--- config.mk ---
export PLATFORM = sky130hd
export DESIGN_NAME = os_filter_top
export DESIGN_NICKNAME = d
export VERILOG_FILES = /design/src/os_filter_pkg.sv /design/src/os_filter_ctrl.sv /design/src/os_state_mem.sv /design/src/os_accum.sv /design/src/os_decimate.sv /design/src/os_filter_top.sv
export VERILOG_INCLUDE_DIRS = /design/src /design/src/include
export SDC_FILE = /design/constraint.sdc
export NUM_CORES = 1
export LEC_CHECK = 0
export BUFFER_PORTS_ARGS = -buffer_cell sky130_fd_sc_hd__buf_2
export CAP_MARGIN = 20
export CORE_MARGIN = 1
export CORE_UTILIZATION = 35
export CTS_BUF_LIST = sky130_fd_sc_hd__clkbuf_4 sky130_fd_sc_hd__clkbuf_8
export DETAILED_ROUTE_END_ITERATION = 7
export PLACE_DENSITY = 0.56
export SLEW_MARGIN = 20
export SYNTH_ARGS = -nofsm -noshare
export SYNTH_HDL_FRONTEND = slang
export SYNTH_SLANG_ARGS = --single-unit
--- constraint.sdc ---
create_clock -name clk_in -period 8.4 [get_ports clk_in]
set_clock_uncertainty 0.05 [all_clocks]
set_input_delay 0.42 -clock clk_in [delete_from_list [all_inputs] [get_ports clk_in]]
set_output_delay 0.42 -clock clk_in [all_outputs]
set_load 0.1 [all_outputs]
--- src/include/os_filter_cfg.svh ---
`ifndef OS_FILTER_CFG_SVH
`define OS_FILTER_CFG_SVH

// Channel count and channel number width
`define OSF_N_CHAN   8
`define OSF_W_CHAN   3

// Signed sample width
`define OSF_W_DATA   18

// Oversample setting, os runs 0 to 7
`define OSF_W_OS     3

// Count must hold 2^7
`define OSF_W_COUNT  8

// Data width plus largest os, no overflow possible
`define OSF_W_SUM    25

// Register write bus
`define OSF_W_ADDR   16
`define OSF_W_WDATA  32
`define OSF_ADDR_OS  16'h0010
`define OSF_ADDR_CLR 16'h0011

// Oversample value after reset
`define OSF_OS_INIT  2

`endif

--- src/os_filter_pkg.sv ---
`include "os_filter_cfg.svh"

package os_filter_pkg;

    // Vector types with a meaning
    typedef logic        [`OSF_W_CHAN-1:0]  chan_t;
    typedef logic signed [`OSF_W_DATA-1:0]  sample_t;
    typedef logic signed [`OSF_W_SUM-1:0]   sum_t;
    typedef logic        [`OSF_W_COUNT-1:0] count_t;
    typedef logic        [`OSF_W_OS-1:0]    os_t;
    typedef logic        [`OSF_N_CHAN-1:0]  chan_mask_t;

    // Sample word, used at input and output
    typedef struct packed {
        logic    dv;
        chan_t   chan;
        sample_t data;
    } in_word_t;

    // Stage 2 to stage 3
    typedef struct packed {
        logic   dv;
        chan_t  chan;
        sum_t   sum;
        count_t count;
        os_t    os;
    } acc_word_t;

    // Writeback into the state memory
    typedef struct packed {
        logic   en;
        chan_t  chan;
        sum_t   sum;
        count_t count;
    } wb_word_t;

endpackage

--- src/os_filter_ctrl.sv ---
`timescale 1ns/1ps

`include "os_filter_cfg.svh"

module os_filter_ctrl import os_filter_pkg::*; (
    input  logic                    clk_in,
    input  logic                    rst,

    // Register write bus
    input  logic                    wr_en,
    input  logic [`OSF_W_ADDR-1:0]  wr_addr,
    // Channel field is as wide as the address field
    input  logic [`OSF_W_ADDR-1:0]  wr_chan,
    input  logic [`OSF_W_WDATA-1:0] wr_data,

    // Per-channel settings towards the datapath
    output os_t                     os_table [`OSF_N_CHAN],
    output chan_mask_t              clr_mask
);

    // --------------------------------------------------
    // Write decode
    // --------------------------------------------------

    logic  wr_ok;
    logic  wr_os;
    logic  wr_clr;
    chan_t wr_idx;

    // Out-of-range channels are dropped here
    assign wr_ok  = wr_en && (wr_chan < `OSF_N_CHAN);
    assign wr_idx = wr_chan[`OSF_W_CHAN-1:0];

    assign wr_os  = wr_ok && (wr_addr == `OSF_ADDR_OS);
    // Clear only when bit 0 is set
    assign wr_clr = wr_ok && (wr_addr == `OSF_ADDR_CLR) && wr_data[0];

    // --------------------------------------------------
    // Oversample table
    // --------------------------------------------------

    always_ff @(posedge clk_in) begin
        if (rst) begin
            for (int i = 0; i < `OSF_N_CHAN; i++) begin
                os_table[i] <= os_t'(`OSF_OS_INIT);
            end
        end else if (wr_os) begin
            // New os seen by stage 2 from the next edge on
            os_table[wr_idx] <= wr_data[`OSF_W_OS-1:0];
        end
    end

    // --------------------------------------------------
    // Clear requests
    // --------------------------------------------------

    // One-cycle pulse per write
    always_ff @(posedge clk_in) begin
        if (rst) begin
            clr_mask <= '0;
        end else begin
            clr_mask <= '0;
            if (wr_clr) begin
                clr_mask[wr_idx] <= 1'b1;
            end
        end
    end

endmodule

--- src/os_state_mem.sv ---
`timescale 1ns/1ps

`include "os_filter_cfg.svh"

module os_state_mem import os_filter_pkg::*; (
    input  logic       clk_in,
    input  logic       rst,

    // Read port, combinational
    input  chan_t      rd_chan,
    output sum_t       rd_sum,
    output count_t     rd_count,

    // Writeback from stage 3
    input  wb_word_t   wb,

    // Pending clears
    input  chan_mask_t clr_mask
);

    // --------------------------------------------------
    // Per-channel state
    // --------------------------------------------------

    sum_t   sum_mem   [`OSF_N_CHAN];
    count_t count_mem [`OSF_N_CHAN];

    // Fetch for the channel entering stage 1
    assign rd_sum   = sum_mem[rd_chan];
    assign rd_count = count_mem[rd_chan];

    // --------------------------------------------------
    // Writeback and zeroing
    // --------------------------------------------------

    always_ff @(posedge clk_in) begin
        for (int i = 0; i < `OSF_N_CHAN; i++) begin
            if (rst || clr_mask[i]) begin
                // Clear beats a writeback to the same channel
                sum_mem[i]   <= '0;
                count_mem[i] <= '0;
            end else if (wb.en && (wb.chan == chan_t'(i))) begin
                sum_mem[i]   <= wb.sum;
                count_mem[i] <= wb.count;
            end
        end
    end

endmodule

--- src/os_accum.sv ---
`timescale 1ns/1ps

`include "os_filter_cfg.svh"

module os_accum import os_filter_pkg::*; (
    input  logic       clk_in,
    input  logic       rst,

    // Incoming sample
    input  in_word_t   in_word,

    // State memory read port
    output chan_t      rd_chan,
    input  sum_t       rd_sum,
    input  count_t     rd_count,

    // Settings from control
    input  os_t        os_table [`OSF_N_CHAN],
    input  chan_mask_t clr_mask,

    // Pending writeback, watched for forwarding
    input  wb_word_t   wb,

    // To stage 3
    output acc_word_t  acc_word
);

    in_word_t p1_word;
    sum_t     p1_sum;
    count_t   p1_count;

    logic     fwd_in;
    logic     fwd_p1;
    sum_t     base_sum;
    count_t   base_count;

    // --------------------------------------------------
    // Stage 1, fetch
    // --------------------------------------------------

    assign rd_chan = in_word.chan;

    // Writeback lands on the same edge, memory still stale
    assign fwd_in = wb.en && (wb.chan == in_word.chan);

    always_ff @(posedge clk_in) begin
        if (rst || clr_mask[in_word.chan]) begin
            p1_word.dv <= 1'b0;
        end else begin
            p1_word.dv <= in_word.dv;
        end
        p1_word.chan <= in_word.chan;
        p1_word.data <= in_word.data;
        p1_sum       <= fwd_in ? wb.sum : rd_sum;
        p1_count     <= fwd_in ? wb.count : rd_count;
    end

    // --------------------------------------------------
    // Stage 2, accumulate
    // --------------------------------------------------

    // Back-to-back same channel, take the newer state
    assign fwd_p1     = wb.en && (wb.chan == p1_word.chan);
    assign base_sum   = fwd_p1 ? wb.sum : p1_sum;
    assign base_count = fwd_p1 ? wb.count : p1_count;

    always_ff @(posedge clk_in) begin
        if (rst || clr_mask[p1_word.chan]) begin
            acc_word.dv <= 1'b0;
        end else begin
            acc_word.dv <= p1_word.dv;
        end
        acc_word.chan  <= p1_word.chan;
        // Sign-extended add, width covers 2^7 samples
        acc_word.sum   <= base_sum + sum_t'(p1_word.data);
        acc_word.count <= base_count + 1'b1;
        // os picked up here, after any write on the edge before
        acc_word.os    <= os_table[p1_word.chan];
    end

endmodule

--- src/os_decimate.sv ---
`timescale 1ns/1ps

`include "os_filter_cfg.svh"

module os_decimate import os_filter_pkg::*; (
    input  logic       clk_in,
    input  logic       rst,

    // From stage 2
    input  acc_word_t  acc_word,
    input  chan_mask_t clr_mask,

    // Writeback to state memory and stage 1/2 forwarding
    output wb_word_t   wb,

    // Averaged output
    output in_word_t   out_word
);

    logic done;
    sum_t sum_div;

    // --------------------------------------------------
    // Block completion and divide
    // --------------------------------------------------

    // Count reaches 2^os exactly when bit os goes high
    assign done    = acc_word.count[acc_word.os];
    // Arithmetic shift, floor for negative sums
    assign sum_div = acc_word.sum >>> acc_word.os;

    // --------------------------------------------------
    // Writeback
    // --------------------------------------------------

    always_comb begin
        wb.en    = acc_word.dv;
        wb.chan  = acc_word.chan;
        // Restart from zero after a full block
        wb.sum   = done ? '0 : acc_word.sum;
        wb.count = done ? '0 : acc_word.count;
    end

    // --------------------------------------------------
    // Output register
    // --------------------------------------------------

    always_ff @(posedge clk_in) begin
        if (rst || clr_mask[acc_word.chan]) begin
            out_word.dv <= 1'b0;
        end else begin
            out_word.dv <= acc_word.dv && done;
        end
        out_word.chan <= acc_word.chan;
        // Truncate to sample width
        out_word.data <= sum_div[`OSF_W_DATA-1:0];
    end

endmodule

--- src/os_filter_top.sv ---
`timescale 1ns/1ps

`include "os_filter_cfg.svh"

module os_filter_top import os_filter_pkg::*; (
    input  logic                    clk_in,
    input  logic                    rst,

    // Sample input
    input  logic                    dv_in,
    input  chan_t                   chan_in,
    input  sample_t                 data_in,

    // Register write bus
    input  logic                    wr_en,
    input  logic [`OSF_W_ADDR-1:0]  wr_addr,
    input  logic [`OSF_W_ADDR-1:0]  wr_chan,
    input  logic [`OSF_W_WDATA-1:0] wr_data,

    // Averaged output
    output logic                    dv_out,
    output chan_t                   chan_out,
    output sample_t                 data_out
);

    in_word_t   in_word;
    in_word_t   out_word;
    acc_word_t  acc_word;
    wb_word_t   wb;
    os_t        os_table [`OSF_N_CHAN];
    chan_mask_t clr_mask;
    chan_t      rd_chan;
    sum_t       rd_sum;
    count_t     rd_count;

    // --------------------------------------------------
    // Struct packing
    // --------------------------------------------------

    assign in_word = '{dv: dv_in, chan: chan_in, data: data_in};

    assign dv_out   = out_word.dv;
    assign chan_out = out_word.chan;
    assign data_out = out_word.data;

    // --------------------------------------------------
    // Control and datapath
    // --------------------------------------------------

    os_filter_ctrl u_ctrl (
        .clk_in   (clk_in),
        .rst      (rst),
        .wr_en    (wr_en),
        .wr_addr  (wr_addr),
        .wr_chan  (wr_chan),
        .wr_data  (wr_data),
        .os_table (os_table),
        .clr_mask (clr_mask)
    );

    os_state_mem u_state_mem (
        .clk_in   (clk_in),
        .rst      (rst),
        .rd_chan  (rd_chan),
        .rd_sum   (rd_sum),
        .rd_count (rd_count),
        .wb       (wb),
        .clr_mask (clr_mask)
    );

    // Stages 1 and 2
    os_accum u_accum (
        .clk_in   (clk_in),
        .rst      (rst),
        .in_word  (in_word),
        .rd_chan  (rd_chan),
        .rd_sum   (rd_sum),
        .rd_count (rd_count),
        .os_table (os_table),
        .clr_mask (clr_mask),
        .wb       (wb),
        .acc_word (acc_word)
    );

    // Stage 3
    os_decimate u_decimate (
        .clk_in   (clk_in),
        .rst      (rst),
        .acc_word (acc_word),
        .clr_mask (clr_mask),
        .wb       (wb),
        .out_word (out_word)
    );

endmodule

==> results of run 1 <==
==> flip-flops by register name, summed over array words and instances (netlist names) <==
| name | cells |
|---|---|
| u_decimate.out_word | 22 |
| u_accum.acc_word | 40 |
| u_ctrl.os_table | 24 |
| u_ctrl.clr_mask | 8 |
| u_accum.p1_count | 8 |
| u_accum.p1_sum | 25 |
| u_state_mem.count_mem | 64 |
| u_accum.p1_word | 22 |
| u_state_mem.sum_mem | 200 |
==> repair_timing <==
action                                 4_1_cts  5_1_grt
hold buffers                                21        0
setup endpoints to repair                    0        0
endpoints found under the hold margin       20        0
==> final cells by class <==
type	count	area, sq um	area share
diodes	1	2.50	0.000116
clock buffers	104	1270	0.0591
clock inverters	16	114	0.00528
inverters	15	56.3	0.00261
multi-input cells	945	7530	0.349
flip-flops and latches	413	10900	0.506
well taps	688	861	0.0399
repair buffers	127	808	0.0375
==> per-layer routing <==
metal  vias to the layer above  wire, um
li1                       5539         -
met1                      5946     20300
met2                       254     23600
met3                        75      2270
met4                         0      1050
met5                         -         0
==> report_power, final <==
| group | internal (mW) | switching, mW |
|---|---|---|
| logic | 0.265 | 0.565 |
| clock network | 1.00 | 0.802 |
| registers | 2.32 | 0.192 |
| total | 3.58 | 1.56 |
==> per-stage QoR <==
stage	area, sq um	hold WS [ns]	total power, mW	std cells
floorplan	18800	0.276	3.13	1488
global placement	20000	0.391	3.36	2167
detailed placement	20000	0.393	3.37	2167
CTS	21600	0.0308	5.19	2308
global route	21600	0.0793	5.36	2308
finish	21600	0.0948	5.14	2309
==> worst max-delay path: cells and delay by family, from the launching register on <==
| kind | cells | cell delay, ns |
|---|---|---|
| AO/OA/AOI/OAI | 6 | 1.91 |
| XOR/XNOR | 1 | 0.10 |
| adder cells (fa/ha/maj) | 1 | 0.49 |
| buffers and inverters | 2 | 0.42 |
| flip-flops | 1 | 0.30 |
| multiplexers | 2 | 1.12 |
| AND/OR/NAND/NOR | 2 | 0.30 |
==> cell usage in the layout (no fill, tap or decap), drive strengths merged, types with 4 or more instances in the layout <==
cell	n
a211oi	4
inv	16
clkbuf	104
nand4	8
a21boi	4
nand3	23
o21bai	5
dfxtp	149
nor4	11
o211ai	15
clkinv	12
edfxtp	264
xnor2	25
o21a	4
nand2	155
buf	106
xor2	10
a21o	9
o21ai	82
mux2	48
a31oi	4
mux4	83
dlygate4sd3	21
ha	25
and2	262
a21oi	43
mux2i	25
nor2	35
nor3	19
and3	8
nand2b	5
nor2b	6
==> final timing paths <==
path / startpoint / end / slack [ns] / cells after the start
hold / removal: wr_chan[0] / u_ctrl.clr_mask[3] / 0.09 / 3
setup reg to reg: u_accum.acc_word[0] / u_accum.acc_word[35] / 3.58 / 14
hold reg to reg: u_accum.p1_word[0] / u_accum.acc_word[11] / 0.40 / 1
setup / recovery: u_accum.acc_word[0] / u_accum.acc_word[35] / 3.58 / 14
==> cell families after synthesis <==
group	after synthesis	share of synthesized area
DFF	413	0.580
and+or+nand+nor	540	0.157
buffers and inverters	130	0.0283
muxes	156	0.141
xor gates and xnor gates	35	0.0163
AOI/OAI and AO/OA	188	0.0597
adders and majority gates	26	0.0177
==> results.py, run 1 <==
metrics = {
    "run_status": {
        "outcome": "completed",
    },
    "place": {
        "finalWeightedCongestion": 0.869,
        "port_buffers": 81,
        "dp_hpwl_um": 27500,
        "dp_worst_setup_slack_ns": 3.57,
    },
    "floorplanning": {
        "start_util": 0.356,
        "dieWidth_um": 234,
        "core_area_sq_um": 52900,
        "fp.dieArea_sq_um": 54700,
        "pin_count": 111,
        "rows": 84,
        "fp.dieH_um": 234,
    },
    "grt": {
        "grt_max_degree": 69,
        "grt_first_pass_wirelength_um": 72900,
        "use_met3": 0.0320,
        "grt_pass1_vias": 12306,
        "grt.busiest_layer": "met2",
        "gr-usage-met1": 0.224,
        "grt_overflow": 0,
        "use_met2": 0.306,
        "track_usage": 0.178,
        "antenna_found_initial": 0,
    },
    "worst_setup_path": {
        "worstSetupPathType": "register to register",
        "path_cells": "buf_4 > mux4_2 > mux2i_4 > nand2_1 > o21ai_0 > inv_1 > fa_1 > nor2b_1 > o211ai_1 > a31oi_1 > o21ai_0 > a31o_2 > o21ai_0 > xnor2_1",
        "cp_slowest_cell": "o21ai_0",
        "crit_path_start_kind": "register",
        "cp_common_cell": "o21ai_0",
        "critical_path_required_ns": 8.83,
        "worstPathMaxFanout": 19,
        "slowest_delay_ns": 0.65,
        "cp.arrival_ns": 5.26,
        "crit_path_end_kind": "register",
    },
    "timing": {
        "setup_ws_ns": 3.58,
        "rsz0062_at_grt": "false",
        "finalHoldViolations": 0,
        "max_freq_mhz": 207,
        "finalMaxSlewViolations": 0,
        "layout_min_cycle_time_ns": 4.82,
        "slew_headroom": 0.474,
        "finalCritPeriodShare": 0.574,
        "tightestPinTransition_ns": 0.781,
        "tns_ns": 0,
        "setup_viol": 0,
    },
    "routing": {
        "routed_wl_um": 47200,
        "vias_per_cell": 5.12,
        "drt_first_iter_violations": 777,
        "drc": 0,
        "drtPass1Iterations": 5,
        "via_count": 11814,
        "ant_nets": 0,
        "wl_per_cell_um": 20.4,
    },
    "layout": {
        "final_util": 0.408,
        "fillers": 4977,
        "nNetsFinal": 1685,
        "syn2layout_area_growth_pct": 14.6,
        "drive_gt1_frac": 0.237,
    },
    "clock_network": {
        "clockRootBuffer": "clkbuf_8",
        "cts_setup_buffers": 0,
        "cts_resized": 0,
        "clk_pin_slew_ns": 0.06,
        "cts.sinks": 413,
        "htree_levels": 3,
        "cts_tree": "yes",
        "numCtsBuffers": 68,
        "cts_buffer_depth": 3,
        "clk_latency_ns": 0.61,
    },
    "power": {
        "ir_drop_v": 0.000231,
        "powerDensity_nw_per_um2": 238,
        "p_leak_nw": 8.31,
    },
    "synthesis": {
        "synth_area_sq_um": 18800,
        "async_flop_share": 0,
        "synth.most_common_cell": "edfxtp_1",
        "ys_ff_latch": 413,
        "netlist.area_leader.share": 0.421,
        "synth_edf_count": 264,
        "synth_nets": 1603,
        "netlist_top_cells_count": "edfxtp_1 (264), and2_1 (261), nand2_1 (154)",
        "yosys-top-cells-area": "edfxtp_1 (42%), dfxtp_1 (16%), mux4_2 (9.9%)",
        "syn_area_per_cell_sq_um": 12.6,
        "synth.distinct_cells": 64,
        "ys.flop_type": "edfxtp_1",
        "synth_largest_area_cell": "edfxtp_1",
        "syn_inst": 1488,
        "synth-seq-area-share": 0.580,
        "yosys_warnings": 0,
    },
    "hold_path": {
        "hold_class": "primary input to register",
    },
    "run": {
        "max-cap-violations": 0,
    },
}
Power figures use the tool's default switching activity.
==> inputs of run 2 (changes only) <==
==> constraint.sdc (replaced) <==
create_clock -name clk_in -period 4.88 [get_ports clk_in]
set_clock_uncertainty 0.05 [all_clocks]
set_input_delay 0.244 -clock clk_in [delete_from_list [all_inputs] [get_ports clk_in]]
set_output_delay 0.244 -clock clk_in [all_outputs]
set_load 0.1 [all_outputs]
==> run 2 against run 1 <==
Against the previous run: critical path type unchanged; count of clock-buffer cells in the layout up 3; largest power group unchanged; sequential power up 72%; global-route usage down 0.22 points; cell area up 0.67%; maximum frequency up 15%; via count down 0.30%; power up 72%; flip-flop and latch count unchanged; first-iteration DRC count down 21%; combinational power up 75%.
==> results.py, run 2 (synthesis gave the netlist of run 1 again) <==
metrics = {
    "routing": {
        "drt_first_iter_violations": 615,
        "drc": 0,
        "vias_per_cell": 5.07,
        "wl_per_cell_um": 20.0,
        "routed_wl_um": 46400,
        "via_count": 11778,
        "ant_nets": 0,
        "drtPass1Iterations": 5,
    },
    "power": {
        "p_leak_nw": 8.38,
        "power_frac_clock": 0.347,
        "pwr-share-seq": 0.489,
        "p_int_mw": 6.17,
        "power_frac_comb": 0.164,
        "p_sw_frac": 0.300,
        "switching_power_mw": 2.65,
        "ir_drop_v": 0.000444,
        "power_mw": 8.82,
        "powerDensity_nw_per_um2": 406,
    },
    "place": {
        "dp.cells": 2174,
        "dp_worst_setup_slack_ns": 0.685,
        "finalWeightedCongestion": 0.905,
        "placed_cell_area_sq_um": 20000,
        "dp_hpwl_um": 28000,
        "port_buffers": 81,
    },
    "timing": {
        "tns_ns": 0,
        "setup_ws_ns": 0.685,
        "tightestPinTransition_ns": 0.868,
        "rsz0062_at_grt": "false",
        "finalCritPeriodShare": 0.860,
        "layout_min_cycle_time_ns": 4.20,
        "whs_ns": 0.0435,
        "setup_viol": 0,
        "finalMaxSlewViolations": 0,
        "slew_headroom": 0.417,
        "finalHoldViolations": 0,
        "max_freq_mhz": 238,
    },
    "layout": {
        "drive_gt1_frac": 0.239,
        "syn2layout_area_growth_pct": 15.3,
        "reg_top3": "u_state_mem.sum_mem (200), u_state_mem.count_mem (64), u_accum.acc_word (40)",
        "final_cell_mix": "edfxtp_1 (264), and2_1 (261), nand2_1 (154)",
        "mostFrequentLayoutCell": "edfxtp_1",
        "final_util": 0.411,
        "final_cell_area_sq_um": 21700,
        "largest_register": "u_state_mem.sum_mem",
        "fin_cells": 2324,
        "largest_register_ffs": 200,
        "nNetsFinal": 1701,
    },
    "clock_network": {
        "clockRootBuffer": "clkbuf_8",
        "htree_levels": 3,
        "clk_pin_slew_ns": 0.06,
        "cts_tree": "yes",
        "cts_resized": 0,
        "numCtsBuffers": 69,
        "cts_buffer_depth": 3,
        "cts.sinks": 413,
        "clk_latency_ns": 0.60,
    },
    "worst_setup_path": {
        "path_cells": "mux4_2 > mux2i_4 > buf_4 > nand2_1 > o21ai_0 > inv_1 > fa_1 > nor2b_1 > o211ai_1 > a31oi_1 > o21ai_0 > a31o_2 > o21ai_0 > xnor2_1",
        "cp_slowest_cell": "mux4_2",
        "critical_path_required_ns": 5.32,
        "cp.arrival_ns": 4.64,
        "slowest_delay_ns": 0.60,
        "worstPathMaxFanout": 11,
        "crit_path_end_kind": "register",
        "crit_path_start_kind": "register",
        "cp_top_family": "compound AO/OA/AOI/OAI gates",
        "critPathBufInv": 2,
        "worstSetupPathType": "register to register",
        "cp_common_cell": "o21ai_0",
    },
    "floorplanning": {
        "pin_count": 111,
        "dieWidth_um": 234,
        "rows": 84,
        "core_area_sq_um": 52900,
        "start_util": 0.356,
        "fp.dieH_um": 234,
        "fp.dieArea_sq_um": 54700,
    },
    "run": {
        "max-cap-violations": 0,
    },
    "run_status": {
        "outcome": "completed",
    },
    "grt": {
        "grt_overflow": 0,
        "grt_pass1_vias": 12158,
        "track_usage": 0.176,
        "grt_first_pass_wirelength_um": 72400,
        "antenna_found_initial": 1,
        "grt_max_degree": 51,
    },
    "hold_path": {
        "hold_class": "primary input to register",
    },
}
-- run 2: changes by cell type in the layout (fill, tap and decap cells not counted), sizes merged --
cell | previous run | this run
buf | 106 | 114
clkbuf | 104 | 107
clkinvlp | 2 | 1
dlygate4sd3 | 21 | 28
inv | 16 | 14
-- run 2: final cells by class --
cell class	count	area, sq um
diodes	1	2.50
clock buffers	107	1280
clock inverters	13	85.1
fillers	4931	31200
inverters	15	56.3
multi-input cells	945	7530
flip-flops and latches	413	10900
well taps	688	861
repair buffers	142	971
-- run 2: power groups by stage --
stage	Clock (mW)	Sequential [mW]	Combinational [mW]
final	3.06	4.31	1.45
after global routing	3.30	4.36	1.56
after CTS	3.15	4.31	1.45
after detailed placement	0	4.39	1.43
after global placement	0	4.37	1.43
after floorplan	0	4.56	0.822
-- run 2: worst register-to-register path, cell delays in order (launching register included) --
cell	delay [ns]
dfxtp_1	0.50
mux4_2	0.61
mux2i_4	0.28
buf_4	0.24
nand2_1	0.08
o21ai_0	0.27
inv_1	0.11
fa_1	0.47
nor2b_1	0.16
o211ai_1	0.12
a31oi_1	0.30
o21ai_0	0.28
a31o_2	0.34
o21ai_0	0.20
xnor2_1	0.09
-- run 2: final timing paths --
| kind | start | endpoint | slack [ns] | cells past startpoint |
|---|---|---|---|---|
| setup / recovery | u_accum.acc_word[0] | u_accum.acc_word[35] | 0.68 | 14 |
| hold / removal | chan_in[0] | u_accum.p1_word[18] | 0.04 | 1 |
| setup reg to reg | u_accum.acc_word[0] | u_accum.acc_word[35] | 0.68 | 14 |
| hold reg to reg | u_accum.p1_word[21] | u_accum.acc_word[39] | 0.40 | 1 |
-- run 2: metal layers --
| layer | global-route usage | up-vias | part of all wire |
|---|---|---|---|
| met3 | 0.0321 | 64 | 0.046 |
| met2 | 0.296 | 247 | 0.49 |
| met5 | 0 | - | 0 |
| met1 | 0.230 | 5903 | 0.45 |
| met4 | 0.0517 | 0 | 0.017 |
| li1 | - | 5564 | - |
-- run 2: what timing repair did --
action / CTS / global route
hold buffers: 28 / 0
endpoints found under the hold margin: 50 / 0
setup endpoints to repair: 0 / 0
buffers inserted: 0 / 0
